**config.mk**
```make
export PLATFORM = sky130hd
export DESIGN_NAME = arm_cpu
export DESIGN_NICKNAME = d
export VERILOG_FILES = /design/src/common/arm_isa_pkg.sv /design/src/common/arm_pipe_pkg.sv /design/src/decode/decode_stage.sv /design/src/decode/register_file.sv /design/src/design/arm_cpu.sv /design/src/design/execute_stage.sv /design/src/design/fetch_stage.sv /design/src/design/hazard_forward_unit.sv /design/src/design/memory_stage.sv
export SDC_FILE = /design/constraint.sdc
export NUM_CORES = 2
export LEC_CHECK = 0
export ABC_AREA = 1
export BUFFER_PORTS_ARGS = -buffer_cell sky130_fd_sc_hd__buf_4
export CAP_MARGIN = 20
export CORE_ASPECT_RATIO = 0.8
export CORE_MARGIN = 2
export CORE_UTILIZATION = 36
export CTS_BUF_LIST = sky130_fd_sc_hd__clkbuf_16
export CTS_CLUSTER_DIAMETER = 100
export DETAILED_ROUTE_END_ITERATION = 8
export HOLD_SLACK_MARGIN = 0.06
export PLACE_DENSITY = 0.53
export SKIP_LAST_GASP = 1
export SLEW_MARGIN = 40
export SYNTH_ARGS = -nofsm -noshare
export SYNTH_HDL_FRONTEND = slang
export SYNTH_SLANG_ARGS = --single-unit
```
**constraint.sdc**
```tcl
create_clock -name clk -period 7.9 [get_ports clk]
set_input_delay 0.395 -clock clk [delete_from_list [all_inputs] [get_ports clk]]
set_output_delay 0.395 -clock clk [all_outputs]
set_load 0.01 [all_outputs]
```
**src/common/arm_isa_pkg.sv**
```systemverilog
`default_nettype none

package arm_isa_pkg;

    // Data-processing opcodes, ARM field values.
    typedef enum logic [3:0] {
        OP_AND = 4'b0000,
        OP_EOR = 4'b0001,
        OP_SUB = 4'b0010,
        OP_ADD = 4'b0100,
        OP_CMP = 4'b1010,
        OP_ORR = 4'b1100,
        OP_MOV = 4'b1101,
        OP_MVN = 4'b1111
    } op_e;

    typedef enum logic [3:0] {
        COND_EQ = 4'b0000,
        COND_NE = 4'b0001,
        COND_AL = 4'b1110,
        COND_NV = 4'b1111   // Never true, used by the no-op word.
    } cond_e;

    typedef enum logic [1:0] {
        CLASS_DP  = 2'b00,
        CLASS_MEM = 2'b01,  // S bit set means LDR.
        CLASS_BR  = 2'b10
    } instr_class_e;

    typedef struct packed {
        cond_e        cond;
        instr_class_e cls;
        logic         i;          // Immediate second operand.
        op_e          opcode;
        logic         s;
        logic [3:0]   rn;
        logic [3:0]   rd;
        logic [11:0]  operand2;   // imm8, or shift_imm[11:7] and rm[3:0].
    } dp_word_t;

    typedef struct packed {
        cond_e        cond;
        instr_class_e cls;
        logic         rsvd;       // Set to 1 in branch words.
        logic         link;
        logic [23:0]  imm24;
    } br_word_t;

    typedef union packed {
        dp_word_t dp;
        br_word_t br;
    } instr_u;

    typedef enum logic [3:0] {
        EXE_NOP = 4'b0000,
        EXE_MOV = 4'b0001,
        EXE_ADD = 4'b0010,
        EXE_SUB = 4'b0100,
        EXE_AND = 4'b0110,
        EXE_ORR = 4'b0111,
        EXE_EOR = 4'b1000,
        EXE_MVN = 4'b1001
    } exe_cmd_e;

    localparam logic [31:0] NOP_WORD = 32'hF000_0000;

endpackage

`default_nettype wire

```
**src/common/arm_pipe_pkg.sv**
```systemverilog
`default_nettype none

package arm_pipe_pkg;

    import arm_isa_pkg::*;

    typedef enum logic [1:0] {
        FWD_RF  = 2'b00,
        FWD_MEM = 2'b01,
        FWD_WB  = 2'b10
    } fwd_sel_e;

    // Decode/execute register.
    typedef struct packed {
        logic [31:0] pc;          // Address of the instruction itself.
        logic [31:0] val_rn;
        logic [31:0] val_rm;
        logic [3:0]  src1;
        logic [3:0]  src2;
        logic [3:0]  dest;
        exe_cmd_e    exe_cmd;
        logic        imm;
        logic [11:0] shift_operand;
        logic [23:0] signed_imm_24;
        logic        wb_en;
        logic        mem_r_en;
        logic        mem_w_en;
        logic        b;
        logic        s;
    } id_ex_t;

    typedef struct packed {
        logic [31:0] alu_res;
        logic [31:0] val_rm;      // Store data.
        logic [3:0]  dest;
        logic        wb_en;
        logic        mem_r_en;
        logic        mem_w_en;
    } ex_mem_t;

    typedef struct packed {
        logic [31:0] alu_res;
        logic [31:0] mem_res;
        logic [3:0]  dest;
        logic        wb_en;
        logic        mem_r_en;
    } mem_wb_t;

    typedef struct packed {
        logic        en;
        logic [3:0]  dest;
        logic [31:0] value;
    } wb_port_t;

endpackage

`default_nettype wire

```
**src/decode/decode_stage.sv**
```systemverilog
`default_nettype none

module decode_stage
    import arm_isa_pkg::*;
    import arm_pipe_pkg::*;
(
    input  logic        clk,
    input  logic        rst,
    input  logic        freeze,
    input  logic        flush,
    input  logic [31:0] if_pc,
    input  instr_u      if_instr,
    input  logic [3:0]  status,     // {N, Z, C, V}.
    input  wb_port_t    wb,
    output logic [3:0]  src1,
    output logic [3:0]  src2,
    output logic        two_src,
    output id_ex_t      id_ex
);

    logic        is_dp;
    logic        is_mem;
    logic        is_br;
    logic        uses_rn;
    logic        cond_ok;
    logic        wb_en;
    logic        mem_r_en;
    logic        mem_w_en;
    logic        s;
    exe_cmd_e    exe_cmd;
    logic [31:0] val_rn;
    logic [31:0] val_rm;

    register_file u_regfile (
        .clk    (clk),
        .rst    (rst),
        .src1   (src1),
        .src2   (src2),
        .wb     (wb),
        .val_rn (val_rn),
        .val_rm (val_rm)
    );

    assign is_dp  = (if_instr.dp.cls == CLASS_DP);
    assign is_mem = (if_instr.dp.cls == CLASS_MEM);
    assign is_br  = (if_instr.br.cls == CLASS_BR) && !if_instr.br.link;

    always_comb begin
        case (if_instr.dp.cond)
            COND_EQ: cond_ok = status[2];
            COND_NE: cond_ok = !status[2];
            COND_AL: cond_ok = 1'b1;
            default: cond_ok = 1'b0;
        endcase
    end

    // ==========================================================
    // Control decode
    // ==========================================================
    always_comb begin
        exe_cmd  = EXE_NOP;
        wb_en    = 1'b0;
        mem_r_en = 1'b0;
        mem_w_en = 1'b0;
        if (is_dp) begin
            wb_en = 1'b1;
            case (if_instr.dp.opcode)
                OP_MOV:  exe_cmd = EXE_MOV;
                OP_MVN:  exe_cmd = EXE_MVN;
                OP_ADD:  exe_cmd = EXE_ADD;
                OP_SUB:  exe_cmd = EXE_SUB;
                OP_AND:  exe_cmd = EXE_AND;
                OP_ORR:  exe_cmd = EXE_ORR;
                OP_EOR:  exe_cmd = EXE_EOR;
                OP_CMP: begin
                    exe_cmd = EXE_SUB;
                    wb_en   = 1'b0;
                end
                default: wb_en = 1'b0;
            endcase
        end else if (is_mem) begin
            exe_cmd  = EXE_ADD;         // Base plus offset.
            mem_r_en = if_instr.dp.s;
            mem_w_en = !if_instr.dp.s;
            wb_en    = if_instr.dp.s;
        end
    end

    assign s       = is_dp && if_instr.dp.s && (exe_cmd != EXE_NOP);
    assign uses_rn = is_mem || (is_dp && if_instr.dp.opcode != OP_MOV &&
                                if_instr.dp.opcode != OP_MVN);

    // r15 is never written, so it can stand for "no source".
    assign src1    = uses_rn ? if_instr.dp.rn : 4'd15;
    assign src2    = mem_w_en ? if_instr.dp.rd : if_instr.dp.operand2[3:0];
    assign two_src = (is_dp && !if_instr.dp.i) || mem_w_en;   // STR reads Rd as data.

    // Decode/execute register.
    always_ff @(posedge clk) begin
        if (rst || flush || freeze) begin
            id_ex <= '0;    // Bubble.
        end else begin
            id_ex.pc            <= if_pc;
            id_ex.val_rn        <= val_rn;
            id_ex.val_rm        <= val_rm;
            id_ex.src1          <= src1;
            id_ex.src2          <= src2;
            id_ex.dest          <= if_instr.dp.rd;
            id_ex.exe_cmd       <= exe_cmd;
            id_ex.imm           <= if_instr.dp.i;
            id_ex.shift_operand <= if_instr.dp.operand2;
            id_ex.signed_imm_24 <= if_instr.br.imm24;
            id_ex.wb_en         <= wb_en && cond_ok;
            id_ex.mem_r_en      <= mem_r_en && cond_ok;
            id_ex.mem_w_en      <= mem_w_en && cond_ok;
            id_ex.b             <= is_br && cond_ok;
            id_ex.s             <= s && cond_ok;
        end
    end

endmodule

`default_nettype wire

```
**src/decode/register_file.sv**
```systemverilog
`default_nettype none

module register_file
    import arm_pipe_pkg::*;
(
    input  logic        clk,
    input  logic        rst,
    input  logic [3:0]  src1,
    input  logic [3:0]  src2,
    input  wb_port_t    wb,
    output logic [31:0] val_rn,
    output logic [31:0] val_rm
);

    logic [31:0] regs [15];     // r0..r14.

    // Written on the falling edge, so decode reads a writeback in the same cycle.
    always_ff @(negedge clk) begin
        if (rst) begin
            for (int i = 0; i < 15; i++) begin
                regs[i] <= '0;
            end
        end else if (wb.en && wb.dest != 4'd15) begin
            regs[wb.dest] <= wb.value;
        end
    end

    // r15 reads as zero.
    assign val_rn = (src1 == 4'd15) ? '0 : regs[src1];
    assign val_rm = (src2 == 4'd15) ? '0 : regs[src2];

endmodule

`default_nettype wire

```
**src/design/arm_cpu.sv**
```systemverilog
`default_nettype none

module arm_cpu
    import arm_isa_pkg::*;
    import arm_pipe_pkg::*;
#(
    parameter int DMEM_WORDS = 64
) (
    input  logic        clk,
    input  logic        rst,
    input  logic        mode,       // 0 stalls on RAW, 1 forwards.
    output logic [29:0] imem_addr,
    input  instr_u      imem_data,
    output wb_port_t    wb
);

    logic        freeze;
    logic        branch_taken;
    logic [31:0] branch_addr;
    logic [31:0] if_pc;
    instr_u      if_instr;
    logic [3:0]  status;
    logic [3:0]  src1;
    logic [3:0]  src2;
    logic        two_src;
    id_ex_t      id_ex;
    fwd_sel_e    sel_src1;
    fwd_sel_e    sel_src2;
    ex_mem_t     ex_mem;
    logic [3:0]  mem_dest;
    logic        mem_wb_en;

    fetch_stage u_fetch (
        .clk          (clk),
        .rst          (rst),
        .freeze       (freeze),
        .branch_taken (branch_taken),
        .branch_addr  (branch_addr),
        .imem_addr    (imem_addr),
        .imem_data    (imem_data),
        .if_pc        (if_pc),
        .if_instr     (if_instr)
    );

    decode_stage u_decode (
        .clk      (clk),
        .rst      (rst),
        .freeze   (freeze),
        .flush    (branch_taken),
        .if_pc    (if_pc),
        .if_instr (if_instr),
        .status   (status),
        .wb       (wb),
        .src1     (src1),
        .src2     (src2),
        .two_src  (two_src),
        .id_ex    (id_ex)
    );

    hazard_forward_unit u_hazard (
        .mode      (mode),
        .src1      (src1),
        .src2      (src2),
        .two_src   (two_src),
        .id_ex     (id_ex),
        .mem_dest  (mem_dest),
        .mem_wb_en (mem_wb_en),
        .wb        (wb),
        .freeze    (freeze),
        .sel_src1  (sel_src1),
        .sel_src2  (sel_src2)
    );

    execute_stage u_execute (
        .clk          (clk),
        .rst          (rst),
        .id_ex        (id_ex),
        .sel_src1     (sel_src1),
        .sel_src2     (sel_src2),
        .mem_alu_res  (ex_mem.alu_res),
        .wb           (wb),
        .status       (status),
        .branch_taken (branch_taken),
        .branch_addr  (branch_addr),
        .ex_mem       (ex_mem),
        .mem_dest     (mem_dest),
        .mem_wb_en    (mem_wb_en)
    );

    memory_stage #(
        .DMEM_WORDS (DMEM_WORDS)
    ) u_memory (
        .clk    (clk),
        .rst    (rst),
        .ex_mem (ex_mem),
        .wb     (wb)
    );

endmodule

`default_nettype wire

```
**src/design/execute_stage.sv**
```systemverilog
`default_nettype none

module execute_stage
    import arm_isa_pkg::*;
    import arm_pipe_pkg::*;
(
    input  logic        clk,
    input  logic        rst,
    input  id_ex_t      id_ex,
    input  fwd_sel_e    sel_src1,
    input  fwd_sel_e    sel_src2,
    input  logic [31:0] mem_alu_res,
    input  wb_port_t    wb,
    output logic [3:0]  status,
    output logic        branch_taken,
    output logic [31:0] branch_addr,
    output ex_mem_t     ex_mem,
    output logic [3:0]  mem_dest,
    output logic        mem_wb_en
);

    logic [31:0] op1;
    logic [31:0] rm;
    logic [31:0] op2;
    logic [31:0] res;
    logic [32:0] sum;
    logic        carry;
    logic        ovf;
    logic [3:0]  flags;
    logic [3:0]  status_q;

    // ==========================================================
    // Operands
    // ==========================================================
    always_comb begin
        case (sel_src1)
            FWD_MEM: op1 = mem_alu_res;
            FWD_WB:  op1 = wb.value;
            default: op1 = id_ex.val_rn;
        endcase
        case (sel_src2)
            FWD_MEM: rm = mem_alu_res;
            FWD_WB:  rm = wb.value;
            default: rm = id_ex.val_rm;
        endcase
    end

    always_comb begin
        if (id_ex.mem_r_en || id_ex.mem_w_en) begin
            op2 = {20'd0, id_ex.shift_operand};     // 12-bit offset.
        end else if (id_ex.imm) begin
            op2 = {24'd0, id_ex.shift_operand[7:0]};
        end else begin
            op2 = rm << id_ex.shift_operand[11:7];  // LSL only.
        end
    end

    // ==========================================================
    // ALU and flags
    // ==========================================================
    always_comb begin
        sum   = '0;
        carry = status_q[1];    // Logical ops keep C and V.
        ovf   = status_q[0];
        case (id_ex.exe_cmd)
            EXE_MOV: res = op2;
            EXE_MVN: res = ~op2;
            EXE_ADD: begin
                sum   = {1'b0, op1} + {1'b0, op2};
                res   = sum[31:0];
                carry = sum[32];
                ovf   = (op1[31] == op2[31]) && (res[31] != op1[31]);
            end
            EXE_SUB: begin
                sum   = {1'b0, op1} + {1'b0, ~op2} + 33'd1;
                res   = sum[31:0];
                carry = sum[32];    // Not borrow.
                ovf   = (op1[31] != op2[31]) && (res[31] != op1[31]);
            end
            EXE_AND: res = op1 & op2;
            EXE_ORR: res = op1 | op2;
            EXE_EOR: res = op1 ^ op2;
            default: res = '0;
        endcase
    end

    assign flags = {res[31], (res == '0), carry, ovf};

    always_ff @(posedge clk) begin
        if (rst) begin
            status_q <= '0;
        end else if (id_ex.s) begin
            status_q <= flags;
        end
    end

    // New flags pass straight to decode, so a branch may follow its compare.
    assign status = id_ex.s ? flags : status_q;

    assign branch_taken = id_ex.b;
    assign branch_addr  = id_ex.pc + 32'd8 +
                          {{6{id_ex.signed_imm_24[23]}}, id_ex.signed_imm_24, 2'b00};

    // Execute/memory register.
    always_ff @(posedge clk) begin
        if (rst) begin
            ex_mem.wb_en    <= 1'b0;
            ex_mem.mem_r_en <= 1'b0;
            ex_mem.mem_w_en <= 1'b0;
        end else begin
            ex_mem.wb_en    <= id_ex.wb_en;
            ex_mem.mem_r_en <= id_ex.mem_r_en;
            ex_mem.mem_w_en <= id_ex.mem_w_en;
        end
        ex_mem.alu_res <= res;
        ex_mem.val_rm  <= rm;
        ex_mem.dest    <= id_ex.dest;
    end

    assign mem_dest  = ex_mem.dest;
    assign mem_wb_en = ex_mem.wb_en;

endmodule

`default_nettype wire

```
**src/design/fetch_stage.sv**
```systemverilog
`default_nettype none

module fetch_stage
    import arm_isa_pkg::*;
(
    input  logic        clk,
    input  logic        rst,
    input  logic        freeze,
    input  logic        branch_taken,
    input  logic [31:0] branch_addr,
    output logic [29:0] imem_addr,
    input  instr_u      imem_data,
    output logic [31:0] if_pc,
    output instr_u      if_instr
);

    logic [31:0] pc;

    assign imem_addr = pc[31:2];    // Word address.

    // A redirect wins over a freeze.
    always_ff @(posedge clk) begin
        if (rst) begin
            pc <= '0;
        end else if (branch_taken) begin
            pc <= branch_addr;
        end else if (!freeze) begin
            pc <= pc + 32'd4;
        end
    end

    // Fetch/decode register.
    always_ff @(posedge clk) begin
        if (rst || branch_taken) begin
            if_instr <= NOP_WORD;   // Wrong-path word becomes a no-op.
        end else if (!freeze) begin
            if_instr <= imem_data;
            if_pc    <= pc;
        end
    end

endmodule

`default_nettype wire

```
**src/design/hazard_forward_unit.sv**
```systemverilog
`default_nettype none

module hazard_forward_unit
    import arm_pipe_pkg::*;
(
    input  logic       mode,
    input  logic [3:0] src1,
    input  logic [3:0] src2,
    input  logic       two_src,
    input  id_ex_t     id_ex,
    input  logic [3:0] mem_dest,
    input  logic       mem_wb_en,
    input  wb_port_t   wb,
    output logic       freeze,
    output fwd_sel_e   sel_src1,
    output fwd_sel_e   sel_src2
);

    logic exe_hit;
    logic mem_hit;

    // Decode sources against the execute and memory destinations.
    assign exe_hit = id_ex.wb_en &&
                     (src1 == id_ex.dest || (two_src && src2 == id_ex.dest));
    assign mem_hit = mem_wb_en &&
                     (src1 == mem_dest || (two_src && src2 == mem_dest));

    // Mode 1 only waits out a load-use pair.
    assign freeze = mode ? (exe_hit && id_ex.mem_r_en) : (exe_hit || mem_hit);

    // Memory stage is the younger result and takes priority.
    always_comb begin
        sel_src1 = FWD_RF;
        sel_src2 = FWD_RF;
        if (mode) begin
            if (mem_wb_en && mem_dest == id_ex.src1) begin
                sel_src1 = FWD_MEM;
            end else if (wb.en && wb.dest == id_ex.src1) begin
                sel_src1 = FWD_WB;
            end
            if (mem_wb_en && mem_dest == id_ex.src2) begin
                sel_src2 = FWD_MEM;
            end else if (wb.en && wb.dest == id_ex.src2) begin
                sel_src2 = FWD_WB;
            end
        end
    end

endmodule

`default_nettype wire

```
**src/design/memory_stage.sv**
```systemverilog
`default_nettype none

module memory_stage
    import arm_pipe_pkg::*;
#(
    parameter int DMEM_WORDS = 64
) (
    input  logic     clk,
    input  logic     rst,
    input  ex_mem_t  ex_mem,
    output wb_port_t wb
);

    localparam int AW = $clog2(DMEM_WORDS);

    logic [31:0]   dmem [DMEM_WORDS];
    logic [31:0]   offset;
    logic [AW-1:0] idx;
    logic [31:0]   mem_res;
    mem_wb_t       mem_wb;

    // Data space starts at byte address 1024.
    assign offset  = ex_mem.alu_res - 32'd1024;
    assign idx     = offset[AW+1:2];
    assign mem_res = dmem[idx];     // Combinational load.

    always_ff @(posedge clk) begin
        if (ex_mem.mem_w_en) begin
            dmem[idx] <= ex_mem.val_rm;
        end
    end

    // Memory/writeback register.
    always_ff @(posedge clk) begin
        if (rst) begin
            mem_wb.wb_en    <= 1'b0;
            mem_wb.mem_r_en <= 1'b0;
        end else begin
            mem_wb.wb_en    <= ex_mem.wb_en;
            mem_wb.mem_r_en <= ex_mem.mem_r_en;
        end
        mem_wb.alu_res <= ex_mem.alu_res;
        mem_wb.mem_res <= mem_res;
        mem_wb.dest    <= ex_mem.dest;
    end

    assign wb.en    = mem_wb.wb_en;
    assign wb.dest  = mem_wb.dest;
    assign wb.value = mem_wb.mem_r_en ? mem_wb.mem_res : mem_wb.alu_res;

endmodule

`default_nettype wire

```
==> flow_metrics.tcl <==
set metrics [dict create \
    status "finished clean" \
    io_pins 102 \
    synthArstFlopShare 0 \
    grt_max_degree 209 \
    vias 91600 \
    setup_viol 0 \
    end_kind "register" \
    yosysMostFrequentCell "edfxtp_1" \
    synth-edff-count 2590 \
    fp.dieW_um 658 \
    coreArea_um2 341000 \
    stdcell_area_um2 143000 \
    htreeDepth 5 \
    rsz0062_at_grt "no" \
    insertion_delay_ns 0.95 \
    cp_common_cell "nand2_1" \
    cpMaxStageDelayCell "dfxtp_4" \
    syn_area_um2 123000 \
    clk_path_buf_depth 4 \
    avgViaCountPerCell 5.76 \
    grt_most_used_layer "met1" \
    power_leakage_nw 51.9 \
    cts.clk_slew.worst_paths_ns 0.07 \
    synth.largest_area_cell "edfxtp_1" \
    drtPass1Iterations 8 \
    grt_pass1_vias 85700 \
    numCtsBuffers 311 \
    critical-path-top-delay-family "simple AND/OR/NAND/NOR gates" \
    powerDensity_nw_per_um2 275 \
    dpl-instance-area_um2 131000 \
    grt_pass1_wl_mm 646 \
    routed_wl_mm 464 \
    ys_ff_latch 2930 \
    whs_ns 0.155 \
    die-area_um2 347000 \
    clock-root-buffer "clkbuf_16" \
    grt-ovfl-total 0 \
    crit_fanout 31 \
    dp_slack_ns 1.02 \
    hp-class "in -> reg" \
    fin_nets 11300 \
    tns_ns 0 \
    hold_violations 0 \
    gp_congestion 0.931 \
    ys_types 69 \
    ys_top_cells_by_count "edfxtp_1 (2590), nand2_1 (1557), nor2_1 (913), o21ai_0 (715), inv_1 (676)" \
    synth_cells 10400 \
    cts.sinks 2930 \
    worst-setup-path-type "reg -> reg" \
    max_cap_violations 0 \
    crit_required_ns 8.73 \
    fin_worst_skew_ns 0.0810 \
    start_util 0.361 \
    cts_tree "done" \
    slowest_delay_ns 0.79 \
    drc_errors 0 \
    rows 192 \
    drive_gt1_frac 0.102 \
    gr-usage-met1 0.394 \
    track_usage 0.258 \
    post-cts-setup-buffers 0 \
    dp_hpwl_mm 276 \
    post-route-worst-setup-slack_ns 0.649 \
    fin_crit_sh 0.918 \
    slew_headroom 0.346 \
    synthTopCellsByArea "edfxtp_1 (63%), dfxtp_1 (5.5%), nand2_1 (4.7%), o21ai_0 (2.9%), nor2_1 (2.8%)" \
    antenna_left 0 \
    met2_usage 0.362 \
    ys_warn_count 0 \
    die_y_um 527 \
    ys_seq_area_frac 0.687 \
    finalCriticalPeriod_ns 7.25 \
    vdd_drop_max_uv 174 \
    start_kind "register" \
    ys_dominant_reg_cell "edfxtp_1" \
    maxSlewViolCount 0 \
    synth_area_per_cell_um2 11.8 \
    wl_per_cell_um 29.2 \
    areaGrowthSynthToFinish_pct 16.3 \
    drt_iter0_markers 12800 \
    fmaxAchievable_mhz 138 \
    tightest_slew_ns 0.971 \
    grt_use_met3 0.0663 \
    critPathArrivalTime_ns 8.08 \
    antenna_found_initial 32 \
    synth_top_area_share 0.631 \
    numPortBuffers 101 \
    cp_num_buf_inv 8 \
]
final timing paths:
path	depth (start not counted)	from	slack [ns]	to
max	40	u_memory.mem_wb[0]$_SDFF_PP0_	0.65	u_decode.id_ex[4]$_SDFF_PN0_
min	5	mode	0.16	u_execute.ex_mem[33]$_DFF_P_
max reg2reg	40	u_memory.mem_wb[0]$_SDFF_PP0_	0.65	u_decode.id_ex[4]$_SDFF_PN0_
min reg2reg	0	u_execute.ex_mem[60]$_DFF_P_	0.41	u_memory.mem_wb[59]$_DFF_P_
sequential cells by signal, summed over array words and instances (netlist names), 5 cells and up:
| name | flops |
|---|---|
| u_memory.dmem | 2048 |
| u_decode.u_regfile.regs | 512 |
| u_decode.id_ex | 136 |
| u_execute.ex_mem | 66 |
| u_memory.mem_wb | 65 |
| u_fetch.if_instr | 32 |
| u_fetch.if_pc | 30 |
| u_fetch.pc | 30 |
| u_memory.wb | 5 |
cell families (layout without fill, tap and decap cells):
group / Yosys count / in the layout / share of synthesized area
fa+ha+maj: 155 / 155 / 0.0158
xor+xnor: 46 / 46 / 0.00327
flops: 2930 / 2930 / 0.687
simple gates: 3440 / 3440 / 0.120
buf+inv: 1373 / 2227 / 0.0430
other cells: 1 / 42 / 0.0000304
compound gates: 2504 / 2504 / 0.131
tightest hold or removal path, stage by stage:
cell	delay, ns
buf_4	0.14
nand4_1	0.10
nand3_1	0.24
nand2_1	0.09
inv_1	0.05
metrics by stage:
stage / std cells / utilization / power, mW
6_report: 15900 / 0.420 / 39.4
5_1_grt: 15900 / 0.420 / 40.7
4_1_cts: 15900 / 0.419 / 39.4
3_5_place_dp: 14800 / 0.384 / 24.5
3_3_place_gp: 14800 / 0.383 / 24.4
2_1_floorplan: 10500 / - / 21.4
placed cells by master (no fill, tap or decap), drive strengths merged, types with 280 or more instances in the layout:
cell type | netlist | final
nor2 | 922 | 922
nand3 | 523 | 523
clkbuf | 564 | 315
a21oi | 544 | 544
buf | 107 | 425
dfxtp | 340 | 340
o21ai | 761 | 761
inv | 691 | 1311
nand2 | 1570 | 1570
a22oi | 317 | 317
a221oi | 280 | 280
edfxtp | 2590 | 2590
cell type report:
| cell class | instances | area (µm²) |
|---|---|---|
| antenna | 10 | 25.0 |
| clock buffer | 315 | 7880 |
| clock inverter | 753 | 3830 |
| fill | 31700 | 198000 |
| inverter | 701 | 2650 |
| multi-input combinational | 6177 | 34600 |
| sequential | 2930 | 84600 |
| tap | 4559 | 5700 |
| timing repair buffer | 458 | 3980 |
report_power, final:
group | switching, mW | internal (mW)
combinational | 4.63 | 1.52
clock | 7.02 | 8.30
sequential | 0.340 | 17.5
timing repair:
item                                   4_1_cts  5_1_grt
endpoints found under the hold margin       45        0
hold buffers                                33        0
gates resized for setup                      0        0
metal layers:
| metal | vias up | wire length, µm |
|---|---|---|
| met5 | - | 50 |
| met4 | 8 | 10500 |
| met3 | 576 | 54800 |
| met2 | 5265 | 192000 |
| met1 | 46200 | 207000 |
| li1 | 39600 | - |
Note: power is estimated with default switching activity, not from simulation.
